File: src/hw/zip_dbg_config.svh
// Debug control block configuration: bus width, reset hold and command bit map
`ifndef ZIP_DBG_CONFIG_SVH
`define ZIP_DBG_CONFIG_SVH

// Debug port byte address width
`define ZD_ADDR_WIDTH 8

// Core reset cycles held after bus reset
`define ZD_RESET_DURATION 10

// Zero: core runs once reset hold ends
`define ZD_START_HALTED 0

// Command bits, same positions in the status word
`define ZD_RESET_BIT 6
`define ZD_STEP_BIT 8
`define ZD_HALT_BIT 10
`define ZD_CLEAR_CACHE_BIT 11

// Word address bit picking a core register over the control word
`define ZD_REG_SEL_BIT 5

`endif

File: src/hw/zip_dbg_pkg.sv
// Shared debug-port vector types and command FSM state encoding
`include "zip_dbg_config.svh"

package zip_dbg_pkg;

	// One debug data word
	typedef logic [31:0] dbg_word_t;

	// Byte lane strobes for one word
	typedef logic [3:0] dbg_strb_t;

	// Word address, byte offset bits stripped
	typedef logic [`ZD_ADDR_WIDTH-3:0] dbg_waddr_t;

	// Index into the core register file
	typedef logic [4:0] dbg_reg_idx_t;

	// Core condition code flags
	typedef logic [2:0] dbg_cc_t;

	// Command FSM states
	typedef enum logic [2:0]
	{
		ST_RESET,
		ST_RUN,
		ST_HALTED,
		ST_STEP,
		ST_CLEAR
	} cmd_state_t;

endpackage

File: src/hw/reset_hold_timer.sv
// Power-up timer holding the core in reset for a fixed count after bus reset
`include "zip_dbg_config.svh"

module reset_hold_timer #(
	parameter int DURATION = `ZD_RESET_DURATION
) (
	input  logic S_AXI_ACLK,
	input  logic S_AXI_ARESETN,
	output logic o_hold
);

	localparam int CW = $clog2(DURATION + 1);

	logic [CW-1:0] count;

	// Down-counter, parked at zero once done
	always_ff @(posedge S_AXI_ACLK)
	begin
		if (!S_AXI_ARESETN)
			count <= CW'(DURATION);
		else if (count != '0)
			count <= count - CW'(1);
	end

	// Registered copy, drops together with the last count
	always_ff @(posedge S_AXI_ACLK)
	begin
		if (!S_AXI_ARESETN)
			o_hold <= 1'b1;
		else
			o_hold <= (count > CW'(1));
	end

	// Flag and counter must agree every cycle
	a_hold_matches_count: assert property (@(posedge S_AXI_ACLK)
		o_hold == (count != '0));

endmodule

File: src/hw/cpu_cmd_fsm.sv
// Command FSM driving core reset, halt, single step and cache clear levels
`include "zip_dbg_config.svh"

module cpu_cmd_fsm (
	input  logic                  S_AXI_ACLK,
	input  logic                  S_AXI_ARESETN,
	input  logic                  i_hold,
	input  logic                  i_cmd_wr,
	input  zip_dbg_pkg::dbg_word_t i_cmd_data,
	input  zip_dbg_pkg::dbg_strb_t i_cmd_strb,
	input  logic                  i_reg_wr,
	input  logic                  i_core_stall,
	input  logic                  i_core_break,
	output logic                  o_core_reset,
	output logic                  o_halt,
	output logic                  o_step,
	output logic                  o_clear_cache
);

	import zip_dbg_pkg::*;

	localparam bit START_HALTED = `ZD_START_HALTED;

	cmd_state_t state;
	cmd_state_t state_next;

	////////////////////////////////////////////////////////////////////////////
	// Next state
	////////////////////////////////////////////////////////////////////////////

	always_comb
	begin
		state_next = state;
		// Power-up hold wins over everything
		if (i_hold)
			state_next = ST_RESET;
		// Reset pulse is a single cycle
		else if (state == ST_RESET)
			state_next = START_HALTED ? ST_HALTED : ST_RUN;
		// Core exception
		else if (i_core_break)
			state_next = START_HALTED ? ST_HALTED : ST_RESET;
		else if (i_cmd_wr)
		begin
			// Reset lives in byte 0, the rest in byte 1
			if (i_cmd_strb[0] && i_cmd_data[`ZD_RESET_BIT])
				state_next = ST_RESET;
			else if (i_cmd_strb[1])
			begin
				if (i_cmd_data[`ZD_CLEAR_CACHE_BIT] && i_cmd_data[`ZD_HALT_BIT])
					state_next = ST_CLEAR;
				else if (i_cmd_data[`ZD_STEP_BIT])
					state_next = ST_STEP;
				else if (i_cmd_data[`ZD_HALT_BIT])
					state_next = ST_HALTED;
				else
					state_next = ST_RUN;
			end
		end
		// Register file access needs a stopped core
		else if (i_reg_wr)
			state_next = ST_HALTED;
		// Step or clear done once core stops stalling
		else if (((state == ST_STEP) || (state == ST_CLEAR)) && !i_core_stall)
			state_next = ST_HALTED;
	end

	////////////////////////////////////////////////////////////////////////////
	// State and output registers
	////////////////////////////////////////////////////////////////////////////

	// Outputs decoded from next state, so they line up with state
	always_ff @(posedge S_AXI_ACLK)
	begin
		if (!S_AXI_ARESETN)
		begin
			state         <= ST_RESET;
			o_core_reset  <= 1'b1;
			o_halt        <= 1'b0;
			o_step        <= 1'b0;
			o_clear_cache <= 1'b0;
		end
		else
		begin
			state         <= state_next;
			o_core_reset  <= (state_next == ST_RESET);
			o_halt        <= (state_next == ST_HALTED) || (state_next == ST_CLEAR);
			o_step        <= (state_next == ST_STEP);
			o_clear_cache <= (state_next == ST_CLEAR);
		end
	end

	// Core never asked to step while held in reset
	a_no_step_in_reset: assert property (@(posedge S_AXI_ACLK)
		disable iff (!S_AXI_ARESETN)
		!(o_core_reset && o_step));

endmodule

File: src/hw/dbg_axil_write.sv
// AXI-lite debug write channel routing register writes to core, commands to FSM
`include "zip_dbg_config.svh"

module dbg_axil_write (
	input  logic                     S_AXI_ACLK,
	input  logic                     S_AXI_ARESETN,
	input  logic                     i_dbg_awvalid,
	input  zip_dbg_pkg::dbg_waddr_t   i_dbg_awaddr,
	input  logic                     i_dbg_wvalid,
	input  zip_dbg_pkg::dbg_word_t    i_dbg_wdata,
	input  zip_dbg_pkg::dbg_strb_t    i_dbg_wstrb,
	input  logic                     i_dbg_bready,
	input  logic                     i_core_stall,
	output logic                     o_dbg_awready,
	output logic                     o_dbg_wready,
	output logic                     o_dbg_bvalid,
	output logic                     o_core_we,
	output zip_dbg_pkg::dbg_reg_idx_t o_core_wreg,
	output zip_dbg_pkg::dbg_word_t    o_core_wdata,
	output logic                     o_cmd_wr,
	output zip_dbg_pkg::dbg_word_t    o_cmd_data,
	output zip_dbg_pkg::dbg_strb_t    o_cmd_strb,
	output logic                     o_reg_wr
);

	import zip_dbg_pkg::*;

	dbg_reg_idx_t wr_idx;
	logic         wr_is_cmd;
	logic         slot_free;
	logic         accept;

	assign wr_idx    = i_dbg_awaddr[4:0];
	assign wr_is_cmd = !i_dbg_awaddr[`ZD_REG_SEL_BIT];

	// Core takes the pending write when it stops stalling
	assign slot_free = !o_core_we || !i_core_stall;

	// Address and data together, B slot open, target able to take it
	assign accept = i_dbg_awvalid && i_dbg_wvalid
		&& (!o_dbg_bvalid || i_dbg_bready)
		&& (wr_is_cmd || (i_dbg_wstrb == '0) || slot_free);

	assign o_dbg_awready = accept;
	assign o_dbg_wready  = accept;

	// Command path, one-cycle strobe straight to FSM
	assign o_cmd_wr   = accept && wr_is_cmd;
	assign o_cmd_data = i_dbg_wdata;
	assign o_cmd_strb = i_dbg_wstrb;

	// Register writes also halt the core
	assign o_reg_wr = accept && !wr_is_cmd && (i_dbg_wstrb != '0);

	////////////////////////////////////////////////////////////////////////////
	// Core register write port
	////////////////////////////////////////////////////////////////////////////

	always_ff @(posedge S_AXI_ACLK)
	begin
		if (!S_AXI_ARESETN)
			o_core_we <= 1'b0;
		else if (slot_free)
			o_core_we <= o_reg_wr;
	end

	// Index and data frozen while core stalls
	always_ff @(posedge S_AXI_ACLK)
	begin
		if (slot_free)
		begin
			o_core_wreg  <= wr_idx;
			o_core_wdata <= i_dbg_wdata;
		end
	end

	// Write response
	always_ff @(posedge S_AXI_ACLK)
	begin
		if (!S_AXI_ARESETN)
			o_dbg_bvalid <= 1'b0;
		else if (accept)
			o_dbg_bvalid <= 1'b1;
		else if (i_dbg_bready)
			o_dbg_bvalid <= 1'b0;
	end

	// Stalled core write holds its whole request
	a_core_write_stable: assert property (@(posedge S_AXI_ACLK)
		disable iff (!S_AXI_ARESETN)
		(o_core_we && i_core_stall)
		|=> ($stable(o_core_we) && $stable(o_core_wreg) && $stable(o_core_wdata)));

endmodule

File: src/hw/dbg_axil_read.sv
// AXI-lite debug read channel returning a core register or the status word
`include "zip_dbg_config.svh"

module dbg_axil_read (
	input  logic                     S_AXI_ACLK,
	input  logic                     S_AXI_ARESETN,
	input  logic                     i_dbg_arvalid,
	input  zip_dbg_pkg::dbg_waddr_t   i_dbg_araddr,
	input  logic                     i_dbg_rready,
	input  zip_dbg_pkg::dbg_word_t    i_core_rdata,
	input  zip_dbg_pkg::dbg_cc_t      i_core_cc,
	input  logic                     i_core_stall,
	input  logic                     i_core_break,
	input  logic                     i_interrupt,
	input  logic                     i_core_reset,
	input  logic                     i_halt,
	input  logic                     i_step,
	input  logic                     i_clear_cache,
	output logic                     o_dbg_arready,
	output logic                     o_dbg_rvalid,
	output zip_dbg_pkg::dbg_word_t    o_dbg_rdata,
	output zip_dbg_pkg::dbg_reg_idx_t o_core_rreg
);

	import zip_dbg_pkg::*;

	dbg_word_t status;
	logic      rd_is_reg;
	logic      rd_pending;
	logic      accept;

	assign rd_is_reg = i_dbg_araddr[`ZD_REG_SEL_BIT];

	// One read in flight, R slot free or draining
	assign accept = i_dbg_arvalid && !rd_pending && (!o_dbg_rvalid || i_dbg_rready);

	assign o_dbg_arready = accept;

	// Core sees index now, answers next cycle
	assign o_core_rreg = i_dbg_araddr[4:0];

	////////////////////////////////////////////////////////////////////////////
	// Status word
	////////////////////////////////////////////////////////////////////////////

	always_comb
	begin
		status                      = '0;
		status[`ZD_RESET_BIT]       = i_core_reset;
		status[7]                   = i_interrupt;
		status[`ZD_STEP_BIT]        = i_step;
		status[9]                   = !i_core_stall;
		status[`ZD_HALT_BIT]        = i_halt;
		status[`ZD_CLEAR_CACHE_BIT] = i_clear_cache;
		status[14:12]               = i_core_cc;
		status[15]                  = i_core_break;
	end

	// Waiting on core register data
	always_ff @(posedge S_AXI_ACLK)
	begin
		if (!S_AXI_ARESETN)
			rd_pending <= 1'b0;
		else
			rd_pending <= accept && rd_is_reg;
	end

	// Status answers at once, core data one cycle later
	always_ff @(posedge S_AXI_ACLK)
	begin
		if (!S_AXI_ARESETN)
			o_dbg_rvalid <= 1'b0;
		else if (!o_dbg_rvalid || i_dbg_rready)
			o_dbg_rvalid <= (accept && !rd_is_reg) || rd_pending;
	end

	always_ff @(posedge S_AXI_ACLK)
	begin
		if (!o_dbg_rvalid || i_dbg_rready)
			o_dbg_rdata <= rd_pending ? i_core_rdata : status;
	end

	// Core read never overlaps a response still on the bus
	a_pending_xor_rvalid: assert property (@(posedge S_AXI_ACLK)
		disable iff (!S_AXI_ARESETN)
		!(rd_pending && o_dbg_rvalid));

endmodule

File: src/hw/zip_dbg_ctrl.sv
// Debug control top: AXI-lite debug port to CPU core debug port
module zip_dbg_ctrl (
	input  logic                     S_AXI_ACLK,
	input  logic                     S_AXI_ARESETN,
	input  logic                     i_interrupt,
	// Debug write
	input  logic                     i_dbg_awvalid,
	output logic                     o_dbg_awready,
	input  zip_dbg_pkg::dbg_waddr_t   i_dbg_awaddr,
	input  logic                     i_dbg_wvalid,
	output logic                     o_dbg_wready,
	input  zip_dbg_pkg::dbg_word_t    i_dbg_wdata,
	input  zip_dbg_pkg::dbg_strb_t    i_dbg_wstrb,
	output logic                     o_dbg_bvalid,
	input  logic                     i_dbg_bready,
	// Debug read
	input  logic                     i_dbg_arvalid,
	output logic                     o_dbg_arready,
	input  zip_dbg_pkg::dbg_waddr_t   i_dbg_araddr,
	output logic                     o_dbg_rvalid,
	input  logic                     i_dbg_rready,
	output zip_dbg_pkg::dbg_word_t    o_dbg_rdata,
	// Core debug port
	output logic                     o_core_reset,
	output logic                     o_halt,
	output logic                     o_step,
	output logic                     o_clear_cache,
	output logic                     o_core_we,
	output zip_dbg_pkg::dbg_reg_idx_t o_core_wreg,
	output zip_dbg_pkg::dbg_word_t    o_core_wdata,
	output zip_dbg_pkg::dbg_reg_idx_t o_core_rreg,
	input  zip_dbg_pkg::dbg_word_t    i_core_rdata,
	input  zip_dbg_pkg::dbg_cc_t      i_core_cc,
	input  logic                     i_core_stall,
	input  logic                     i_core_break
);

	import zip_dbg_pkg::*;

	logic      hold;
	logic      cmd_wr;
	dbg_word_t cmd_data;
	dbg_strb_t cmd_strb;
	logic      reg_wr;

	////////////////////////////////////////////////////////////////////////////
	// Reset hold and command FSM
	////////////////////////////////////////////////////////////////////////////

	reset_hold_timer u_reset_hold_timer (
		.S_AXI_ACLK    (S_AXI_ACLK),
		.S_AXI_ARESETN (S_AXI_ARESETN),
		.o_hold        (hold)
	);

	cpu_cmd_fsm u_cpu_cmd_fsm (
		.S_AXI_ACLK    (S_AXI_ACLK),
		.S_AXI_ARESETN (S_AXI_ARESETN),
		.i_hold        (hold),
		.i_cmd_wr      (cmd_wr),
		.i_cmd_data    (cmd_data),
		.i_cmd_strb    (cmd_strb),
		.i_reg_wr      (reg_wr),
		.i_core_stall  (i_core_stall),
		.i_core_break  (i_core_break),
		.o_core_reset  (o_core_reset),
		.o_halt        (o_halt),
		.o_step        (o_step),
		.o_clear_cache (o_clear_cache)
	);

	////////////////////////////////////////////////////////////////////////////
	// Debug bus channels
	////////////////////////////////////////////////////////////////////////////

	dbg_axil_write u_dbg_axil_write (
		.S_AXI_ACLK    (S_AXI_ACLK),
		.S_AXI_ARESETN (S_AXI_ARESETN),
		.i_dbg_awvalid (i_dbg_awvalid),
		.i_dbg_awaddr  (i_dbg_awaddr),
		.i_dbg_wvalid  (i_dbg_wvalid),
		.i_dbg_wdata   (i_dbg_wdata),
		.i_dbg_wstrb   (i_dbg_wstrb),
		.i_dbg_bready  (i_dbg_bready),
		.i_core_stall  (i_core_stall),
		.o_dbg_awready (o_dbg_awready),
		.o_dbg_wready  (o_dbg_wready),
		.o_dbg_bvalid  (o_dbg_bvalid),
		.o_core_we     (o_core_we),
		.o_core_wreg   (o_core_wreg),
		.o_core_wdata  (o_core_wdata),
		.o_cmd_wr      (cmd_wr),
		.o_cmd_data    (cmd_data),
		.o_cmd_strb    (cmd_strb),
		.o_reg_wr      (reg_wr)
	);

	// Status fed back from FSM outputs
	dbg_axil_read u_dbg_axil_read (
		.S_AXI_ACLK    (S_AXI_ACLK),
		.S_AXI_ARESETN (S_AXI_ARESETN),
		.i_dbg_arvalid (i_dbg_arvalid),
		.i_dbg_araddr  (i_dbg_araddr),
		.i_dbg_rready  (i_dbg_rready),
		.i_core_rdata  (i_core_rdata),
		.i_core_cc     (i_core_cc),
		.i_core_stall  (i_core_stall),
		.i_core_break  (i_core_break),
		.i_interrupt   (i_interrupt),
		.i_core_reset  (o_core_reset),
		.i_halt        (o_halt),
		.i_step        (o_step),
		.i_clear_cache (o_clear_cache),
		.o_dbg_arready (o_dbg_arready),
		.o_dbg_rvalid  (o_dbg_rvalid),
		.o_dbg_rdata   (o_dbg_rdata),
		.o_core_rreg   (o_core_rreg)
	);

endmodule

File: config.mk
export PLATFORM = sky130hd
export DESIGN_NAME = zip_dbg_ctrl
export DESIGN_NICKNAME = d
export VERILOG_FILES = /design/src/hw/zip_dbg_pkg.sv /design/src/hw/reset_hold_timer.sv /design/src/hw/cpu_cmd_fsm.sv /design/src/hw/dbg_axil_write.sv /design/src/hw/dbg_axil_read.sv /design/src/hw/zip_dbg_ctrl.sv
export VERILOG_INCLUDE_DIRS = /design/src /design/src/hw
export SDC_FILE = /design/constraint.sdc
export NUM_CORES = 1
export LEC_CHECK = 0
export BUFFER_PORTS_ARGS = -buffer_cell sky130_fd_sc_hd__buf_4
export CAP_MARGIN = 30
export CORE_ASPECT_RATIO = 0.5
export CORE_MARGIN = 8
export CORE_UTILIZATION = 40
export DETAILED_ROUTE_END_ITERATION = 6
export GPL_TIMING_DRIVEN = 0
export PLACE_DENSITY = 0.73
export SETUP_SLACK_MARGIN = 0.15
export SLEW_MARGIN = 30
export SYNTH_ARGS = -nofsm -noshare
export SYNTH_HDL_FRONTEND = slang
export SYNTH_SLANG_ARGS = --single-unit
File: constraint.sdc
create_clock -name S_AXI_ACLK -period 2.9 [get_ports S_AXI_ACLK]
set_input_delay 0.145 -clock S_AXI_ACLK [delete_from_list [all_inputs] [get_ports S_AXI_ACLK]]
set_output_delay 0.145 -clock S_AXI_ACLK [all_outputs]
set_load 0.02 [all_outputs]
==> results of run 1 <==
[path summary, 6_finish.rpt]
path / start / endpoint / slack [ns]
setup / recovery: u_dbg_axil_write.o_core_we$_SDFFE_PN0P_ / o_dbg_wready / 0.71
hold / removal: i_dbg_wdata[11] / u_dbg_axil_write.o_core_wdata[11]$_DFFE_PP_ / 0.03
setup reg to reg: u_dbg_axil_write.o_core_we$_SDFFE_PN0P_ / u_cpu_cmd_fsm.o_clear_cache$_SDFF_PN0_ / 0.76
hold reg to reg: u_reset_hold_timer.count[1]$_SDFFE_PN1P_ / u_reset_hold_timer.count[1]$_SDFFE_PN1P_ / 0.51
[cells in the mapped netlist (3+ instances only)]
master,number
nor2_1,7
edfxtp_1,69
ha_1,3
and2_1,26
nor3_1,4
nand3_1,3
nor2b_1,5
mux2_2,9
inv_1,4
o21ai_0,4
nand2_1,9
clkbuf_1,5
nand2b_1,4
dfxtp_1,16
a21oi_1,5
buf_4,6
[metal layers]
metal / global-route usage / vias to the layer above / share of wire
met5: 0 / - / 0
met4: 0.07045 / 0 / 0.018
met3: 0.04893 / 17 / 0.047
met2: 0.3264 / 68 / 0.59
met1: 0.1434 / 1168 / 0.34
li1: - / 1194 / -
[through the flow]
stage	power [W]	cell area (µm²)	std cells
after CTS	0.003194	5344	541
after detailed placement	0.001866	4654	490
after global routing	0.003281	5346	542
after floorplan	0.001631	3228	207
final	0.003164	5346	542
after global placement	0.001850	4652	490
[cell families (layout without fill, tap and decap cells)]
| logic type | after synthesis | count (layout) | synth area share |
|---|---|---|---|
| flops | 85 | 85 | 0.7411 |
| simple gates | 68 | 68 | 0.1221 |
| compound gates | 24 | 24 | 0.06279 |
| buf+inv | 16 | 238 | 0.02558 |
| mux | 9 | 9 | 0.03140 |
| fa+ha+maj | 3 | 3 | 0.01163 |
| xor+xnor | 2 | 2 | 0.005427 |
| other cells | 0 | 1 | 0 |
[what timing repair did]
action,4_1_cts,5_1_grt
hold buffers,35,0
buffers inserted,0,0
endpoints found under the hold margin,35,0
[sequential cells by signal, indices dropped and copies added (netlist names)]
name,count
u_cpu_cmd_fsm.o_core_reset,1
u_dbg_axil_write.o_dbg_bvalid,1
u_dbg_axil_read.o_dbg_rvalid,1
u_dbg_axil_read.rd_pending,1
u_dbg_axil_read.o_dbg_rdata,32
u_dbg_axil_write.o_core_wdata,32
u_dbg_axil_write.o_core_we,1
u_reset_hold_timer.count,4
u_cpu_cmd_fsm.o_step,1
u_cpu_cmd_fsm.o_clear_cache,1
u_cpu_cmd_fsm.state,3
u_dbg_axil_write.o_core_wreg,5
u_cpu_cmd_fsm.o_halt,1
u_reset_hold_timer.o_hold,1
[critical path, delay by kind of cell (launching register included)]
| family | cells | cell delay (ns) |
|---|---|---|
| DFF | 1 | 0.31 |
| buffers and inverters | 3 | 0.87 |
| and+or+nand+nor | 3 | 0.53 |
[final cells by class]
class	instances	area, µm²	share of cell area
timing repair buffer	206	1634	0.3056
tap	112	140.1	0.02621
buffer	11	63.81	0.01194
clock buffer	10	229.0	0.04283
clock inverter	6	110.1	0.02059
multi-input combinational	106	755.7	0.1414
sequential	85	2392	0.4475
inverter	5	18.77	0.003510
antenna	1	2.502	0.0004681
[power by group through the flow]
stage                     Sequential (W)  Clock [W]  Combinational (W)
after floorplan                  0.00153          0          0.0000958
after global placement           0.00145          0           0.000403
after detailed placement         0.00145          0           0.000414
after CTS                        0.00143    0.00131           0.000454
after global routing             0.00143    0.00137           0.000479
final                            0.00143    0.00129           0.000451
==> out/qor_table.md, run 1 <==
| Stage | Quantity | Value |
|---|---|---|
| status | Outcome | completed |
| final layout | Post-layout util | 0.6756 |
| clocking | Clock transition at the register clock pins on the worst setup and hold paths after CTS | 0.06 ns |
| min path | Hold Crit Class | input pin to flop |
| clocking | Number of buffers created by CTS | 9 |
| global routing | Antenna violations before repair | 1 |
| min path | Hold path cells | 1 |
| final layout | Filler cells | 587 |
| final layout | Final net count | 520 |
| logic synthesis | Yosys top cell by area | edfxtp_1 |
| global routing | All-layer global routing usage | 0.1602 |
| logic synthesis | Synthesized area per cell | 15.59 µm² |
| final layout | Area growth from synthesis to layout | 65.62% |
| logic synthesis | Area contributors post-synth | edfxtp_1, dfxtp_1, and2_1 |
| timing | Setup clock skew after layout | 0.007402 ns |
| worst setup path | Delay of the slowest critical-path stage | 0.60 ns |
| timing | Final hold violations | 0 |
| clocking | Post-cts gate resize count | 0 |
| global routing | Wire length of the first global-routing pass | 13.83 mm |
| worst setup path | CP max stage cell | inv_2 |
| power | Flop pwr share | 0.450 |
| drt | Iteration-0 DRC count of the detailed router | 103 |
| power | Static power due to leakage | 2.360 nW |
| logic synthesis | Proportion of register bits with asynchronous set or reset after synthesis | 0 |
| die | Initial core utilization | 0.4079 |
| clocking | Level count of the clock H-tree | 3 |
| timing | Part of the cycle the worst path needs | 0.7568 |
| timing | Period minus WS final | 2.195 ns |
| logic synthesis | Sequential fraction of the synthesis area | 0.7411 |
| power | Power per standard cell area | 591.9 mW/mm² |
| timing | Unrepaired setup endpoints after global routing | no |
| logic synthesis | Net count after synthesis | 303 |
| drt | Pre-antenna DRT Iters | 4 |
| logic synthesis | Mapped cell area | 0.003228 mm² |
| clocking | TritonCTS clock tree | done |
| flow run | Max-cap violations | 0 |
| global routing | Overflow after GRT | 0 |
| power | Clock network fraction of total power | 0.407 |
| timing | Final worst hold slack | 0.02664 ns |
| worst setup path | Cell breakdown of the critical path | and2_1, inv_2, nor2_1, nor2_1, buf_4, buf_4 |
| timing | Setup slack after layout | 0.7052 ns |
| logic synthesis | Synthesis Warnings | 0 |
| die | Placeable core area | 0.007914 mm² |
| worst setup path | Data arrival time of the critical path | 2.05 ns |
| drt | Routed wire per std cell | 17.03 µm |
| timing | Count of endpoints failing setup in the final report | 0 |
| die | IO Pins | 177 |
| logic synthesis | Syn Inst Count | 207 |
| worst setup path | CP startpoint kind | flop |
| drt | Wire length reported by the detailed router | 9.232 mm |
| logic synthesis | Yosys top cell area share | 0.6419 |
| logic synthesis | Number of synthesized flops with an enable pin | 69 |
| power | Internal power | 0.002475 W |
| clocking | Sinks on Clock Net | 85 |
| logic synthesis | Leading register cell type out of synthesis | edfxtp_1 |
| timing | Actual transition at the worst max-transition pin | 0.8180 ns |
| die | Vertical die dimension | 79.53 µm |
| timing | Peak clock frequency supported by timing | 455.6 MHz |
| drt | DR vias | 2447 |
| worst setup path | Crit Path Class | flop to output pin |
| global routing | Maximum number of pins on one net before global-route repair | 40 |
| place | Weighted congestion reported at the end of routability-driven placement | 0.7686 |
| power | Switching power | 0.0006895 W |
| power | Relative contribution of combinational cells to total power | 0.143 |
| logic synthesis | Number of distinct standard cells referenced by the synthesized netlist | 38 |
| final layout | Layout cell share with drive strength beyond 1 | 0.4848 |
| place | Post-Place Setup Slack | 0.7367 ns |
| die | Total number of placement rows | 23 |
| die | Width of the die | 143.0 µm |
| worst setup path | Sort of element at the end of the critical path | output pin |
| clocking | Clock tree root buffer cell | clkbuf_16 |
| worst setup path | Crit path required time | 2.76 ns |
| place | Number of buffers added on ports | 171 |
| clocking | Worst skew pair latency | 0.34 ns |
| timing | Pins Over Slew Limit | 0 |
| drt | Post-route antenna net violation count | 0 |
| place | HPWL after detailed placement | 6.989 mm |
| drt | Residual DRC | 0 |
| final layout | Most used cells in the layout excluding fill and tap cells | buf_4, edfxtp_1, dlygate4sd3_1 |
| worst setup path | Critical-path maximum fanout | 39 |
| final layout | Most common cell after layout, fill and taps aside | buf_4 |
| power | Switching power share of the total | 0.2179 |
| timing | Max-Slew Margin vs Limit | 0.4539 |
| drt | Vias per Instance | 4.515 |
| worst setup path | Worst Reg2Reg Path Length in Cells | 7 |
| clocking | CTS max path bufs | 2 |
| global routing | Number of global-route vias before repair | 2681 |
| timing | Accumulated negative setup slack | 0 ns |
| logic synthesis | Number of register bits inferred by synthesis | 85 |
| power | VDD IR max | 323.0 µV |
| die | Die area | 0.01138 mm² |
No activity file was read; power rests on OpenSTA's default activity.
==> inputs of run 2 (changes only) <==
==> constraint.sdc (replaced) <==
create_clock -name S_AXI_ACLK -period 2.25 [get_ports S_AXI_ACLK]
set_input_delay 0.1125 -clock S_AXI_ACLK [delete_from_list [all_inputs] [get_ports S_AXI_ACLK]]
set_output_delay 0.1125 -clock S_AXI_ACLK [all_outputs]
set_load 0.02 [all_outputs]
==> run 2 against run 1 <==
Setup slack lost 0.41 ns. Register-to-register slack lost 0.44 ns. Final cell count grew 0.18%. Combinational power grew 30%.
==> out/qor_table.md, run 2 (synthesis results as in run 1) <==
| Stage | Quantity | Value |
|---|---|---|
| worst setup path | Dominant delay contributor by cell family on the critical path | buffers and inverters |
| power | Power per standard cell area | 761.6 mW/mm² |
| drt | Vias per Instance | 4.517 |
| timing | Pins Over Slew Limit | 0 |
| global routing | Overflow after GRT | 0 |
| clocking | Number of buffers created by CTS | 9 |
| power | Switching power | 0.0008946 W |
| final layout | Most common cell after layout, fill and taps aside | buf_4 |
| die | IO Pins | 177 |
| worst setup path | Crit Path Class | flop to output pin |
| die | Die area | 0.01138 mm² |
| flow run | Max-cap violations | 0 |
| min path | Hold path cells | 2 |
| drt | Length of routed met3 wiring | 488 µm |
| die | Placeable core area | 0.007914 mm² |
| final layout | Biggest registers after layout | u_dbg_axil_read.o_dbg_rdata (32), u_dbg_axil_write.o_core_wdata (32), u_dbg_axil_write.o_core_wreg (5) |
| place | Post-Place Setup Slack | 0.09275 ns |
| drt | Post-route antenna net violation count | 0 |
| timing | Part of the cycle the worst path needs | 0.8673 |
| worst setup path | Critical path buffers and inverters | 3 |
| worst setup path | CP max stage cell | inv_4 |
| drt | Met2 wire len | 5.646 mm |
| worst setup path | Data arrival time of the critical path | 1.84 ns |
| drt | Pre-antenna DRT Iters | 5 |
| global routing | Number of global-route vias before repair | 2683 |
| clocking | Level count of the clock H-tree | 3 |
| clocking | TritonCTS clock tree | done |
| drt | DR vias | 2453 |
| global routing | Wire length of the first global-routing pass | 14.12 mm |
| power | Relative contribution of combinational cells to total power | 0.143 |
| place | HPWL after detailed placement | 6.989 mm |
| worst setup path | Crit path required time | 2.14 ns |
| timing | Max-Slew Margin vs Limit | 0.4441 |
| timing | Count of endpoints failing setup in the final report | 0 |
| drt | WL met1 | 3.122 mm |
| final layout | Most used cells in the layout excluding fill and tap cells | buf_4, edfxtp_1, dlygate4sd3_1 |
| timing | Setup clock skew after layout | 0.006999 ns |
| die | Initial core utilization | 0.4079 |
| worst setup path | Critical-path maximum fanout | 39 |
| drt | Routed wire per std cell | 17.38 µm |
| final layout | Layout cell share with drive strength beyond 1 | 0.4826 |
| drt | Top routing layer in use | met4 |
| global routing | Antenna violations before repair | 0 |
| power | Internal power | 0.003192 W |
| timing | Setup slack after layout | 0.2986 ns |
| die | Width of the die | 143.0 µm |
| final layout | Area of the multi-input gates | 755.7 µm² |
| drt | Iteration-0 DRC count of the detailed router | 121 |
| power | Switching power share of the total | 0.2189 |
| place | Number of buffers added on ports | 171 |
| clocking | Worst skew pair latency | 0.34 ns |
| worst setup path | Critical Path Stages | 6 |
| status | Outcome | completed |
| clocking | Clock transition at the register clock pins on the worst setup and hold paths after CTS | 0.06 ns |
| drt | Wire length reported by the detailed router | 9.439 mm |
| die | Total number of placement rows | 23 |
| clocking | Number of buffers added for setup after CTS | 0 |
| timing | Final hold violations | 0 |
| timing | Accumulated negative setup slack | 0 ns |
| power | Clock network fraction of total power | 0.407 |
| worst setup path | Worst Reg2Reg Path Length in Cells | 7 |
| min path | Hold Crit Class | input pin to flop |
| final layout | Filler cells | 586 |
| final layout | Antenna diode count | 0 |
| power | VDD IR max | 419.0 µV |
| clocking | Clock tree root buffer cell | clkbuf_16 |
| worst setup path | Cell breakdown of the critical path | and2_1, inv_4, nor2_1, nor2_1, buf_4, buf_4 |
| power | Static power due to leakage | 2.369 nW |
| worst setup path | CP startpoint kind | flop |
| die | Vertical die dimension | 79.53 µm |
| global routing | All-layer global routing usage | 0.1634 |
| clocking | Sinks on Clock Net | 85 |
| timing | Peak clock frequency supported by timing | 512.4 MHz |
| power | Flop pwr share | 0.450 |
| final layout | Area growth from synthesis to layout | 66.24% |
| place | Weighted congestion reported at the end of routability-driven placement | 0.7686 |
| global routing | Maximum number of pins on one net before global-route repair | 40 |
| timing | Period minus WS final | 1.951 ns |
| worst setup path | Delay of the slowest critical-path stage | 0.39 ns |
| timing | Unrepaired setup endpoints after global routing | no |
| final layout | Sequential cell area in the final layout | 0.002392 mm² |
| final layout | Final net count | 522 |
| worst setup path | Sort of element at the end of the critical path | output pin |
| timing | Actual transition at the worst max-transition pin | 0.8338 ns |
| drt | Residual DRC | 0 |
| clocking | CTS max path bufs | 2 |
[run 2: cell type report]
class	instances	area share
timing repair buffer	208	0.3082
sequential	85	0.4458
inverter	5	0.003964
tap	112	0.02611
multi-input combinational	106	0.1408
buffer	11	0.01189
clock inverter	6	0.02052
clock buffer	10	0.04267
[run 2: worst paths after layout]
path / start / slack, ns / endpoint
hold reg to reg: u_reset_hold_timer.count[1]$_SDFFE_PN1P_ / 0.51 / u_reset_hold_timer.count[1]$_SDFFE_PN1P_
setup reg to reg: u_dbg_axil_write.o_core_we$_SDFFE_PN0P_ / 0.32 / u_cpu_cmd_fsm.o_clear_cache$_SDFF_PN0_
hold / removal: i_dbg_araddr[5] / 0.03 / u_dbg_axil_read.rd_pending$_SDFF_PN0_
setup / recovery: u_dbg_axil_write.o_core_we$_SDFFE_PN0P_ / 0.30 / o_dbg_wready
[run 2: metal layers]
metal / up-vias / track usage
li1: 1196 / -
met1: 1170 / 0.1456
met2: 70 / 0.3405
met3: 17 / 0.04177
met4: 0 / 0.07150
met5: - / 0
[run 2: worst reg2reg max path, cell delays in order (launching register included)]
cell and delay [ns]:
dfxtp_1 0.31, and2_1 0.19, inv_4 0.39, nor2_1 0.15
o21ai_1 0.14, nand2_1 0.10, a211oi_4 0.34, and3b_1 0.21
[run 2: power groups by stage]
stage                     Clock, W  Combinational (W)  Sequential, W
after global routing       0.00176           0.000622        0.00185
after CTS                  0.00169           0.000589        0.00184
final                      0.00166           0.000586        0.00184
after floorplan                  0           0.000123        0.00198
after detailed placement         0           0.000534        0.00187
after global placement           0           0.000519        0.00187
[run 2: per-stage QoR]
stage / hold slack, ns / cells / instance area [µm²] / power (W) / utilization
2_1_floorplan: 0.2114 / 207 / 3228 / 0.002102 / -
3_3_place_gp: 0.2905 / 490 / 4652 / 0.002385 / 0.5878
3_5_place_dp: 0.2919 / 490 / 4654 / 0.002405 / 0.5881
4_1_cts: 0.01394 / 543 / 5366 / 0.004119 / 0.6781
5_1_grt: 0.02934 / 543 / 5366 / 0.004229 / 0.6781
6_report: 0.02586 / 543 / 5366 / 0.004087 / 0.6781
[run 2: what timing repair did]
item / 4_1_cts / 5_1_grt
endpoints found under the hold margin: 37 / 0
endpoints found under the setup margin: 4 / 0
hold buffers: 37 / 0
resized for setup: 1 / 0
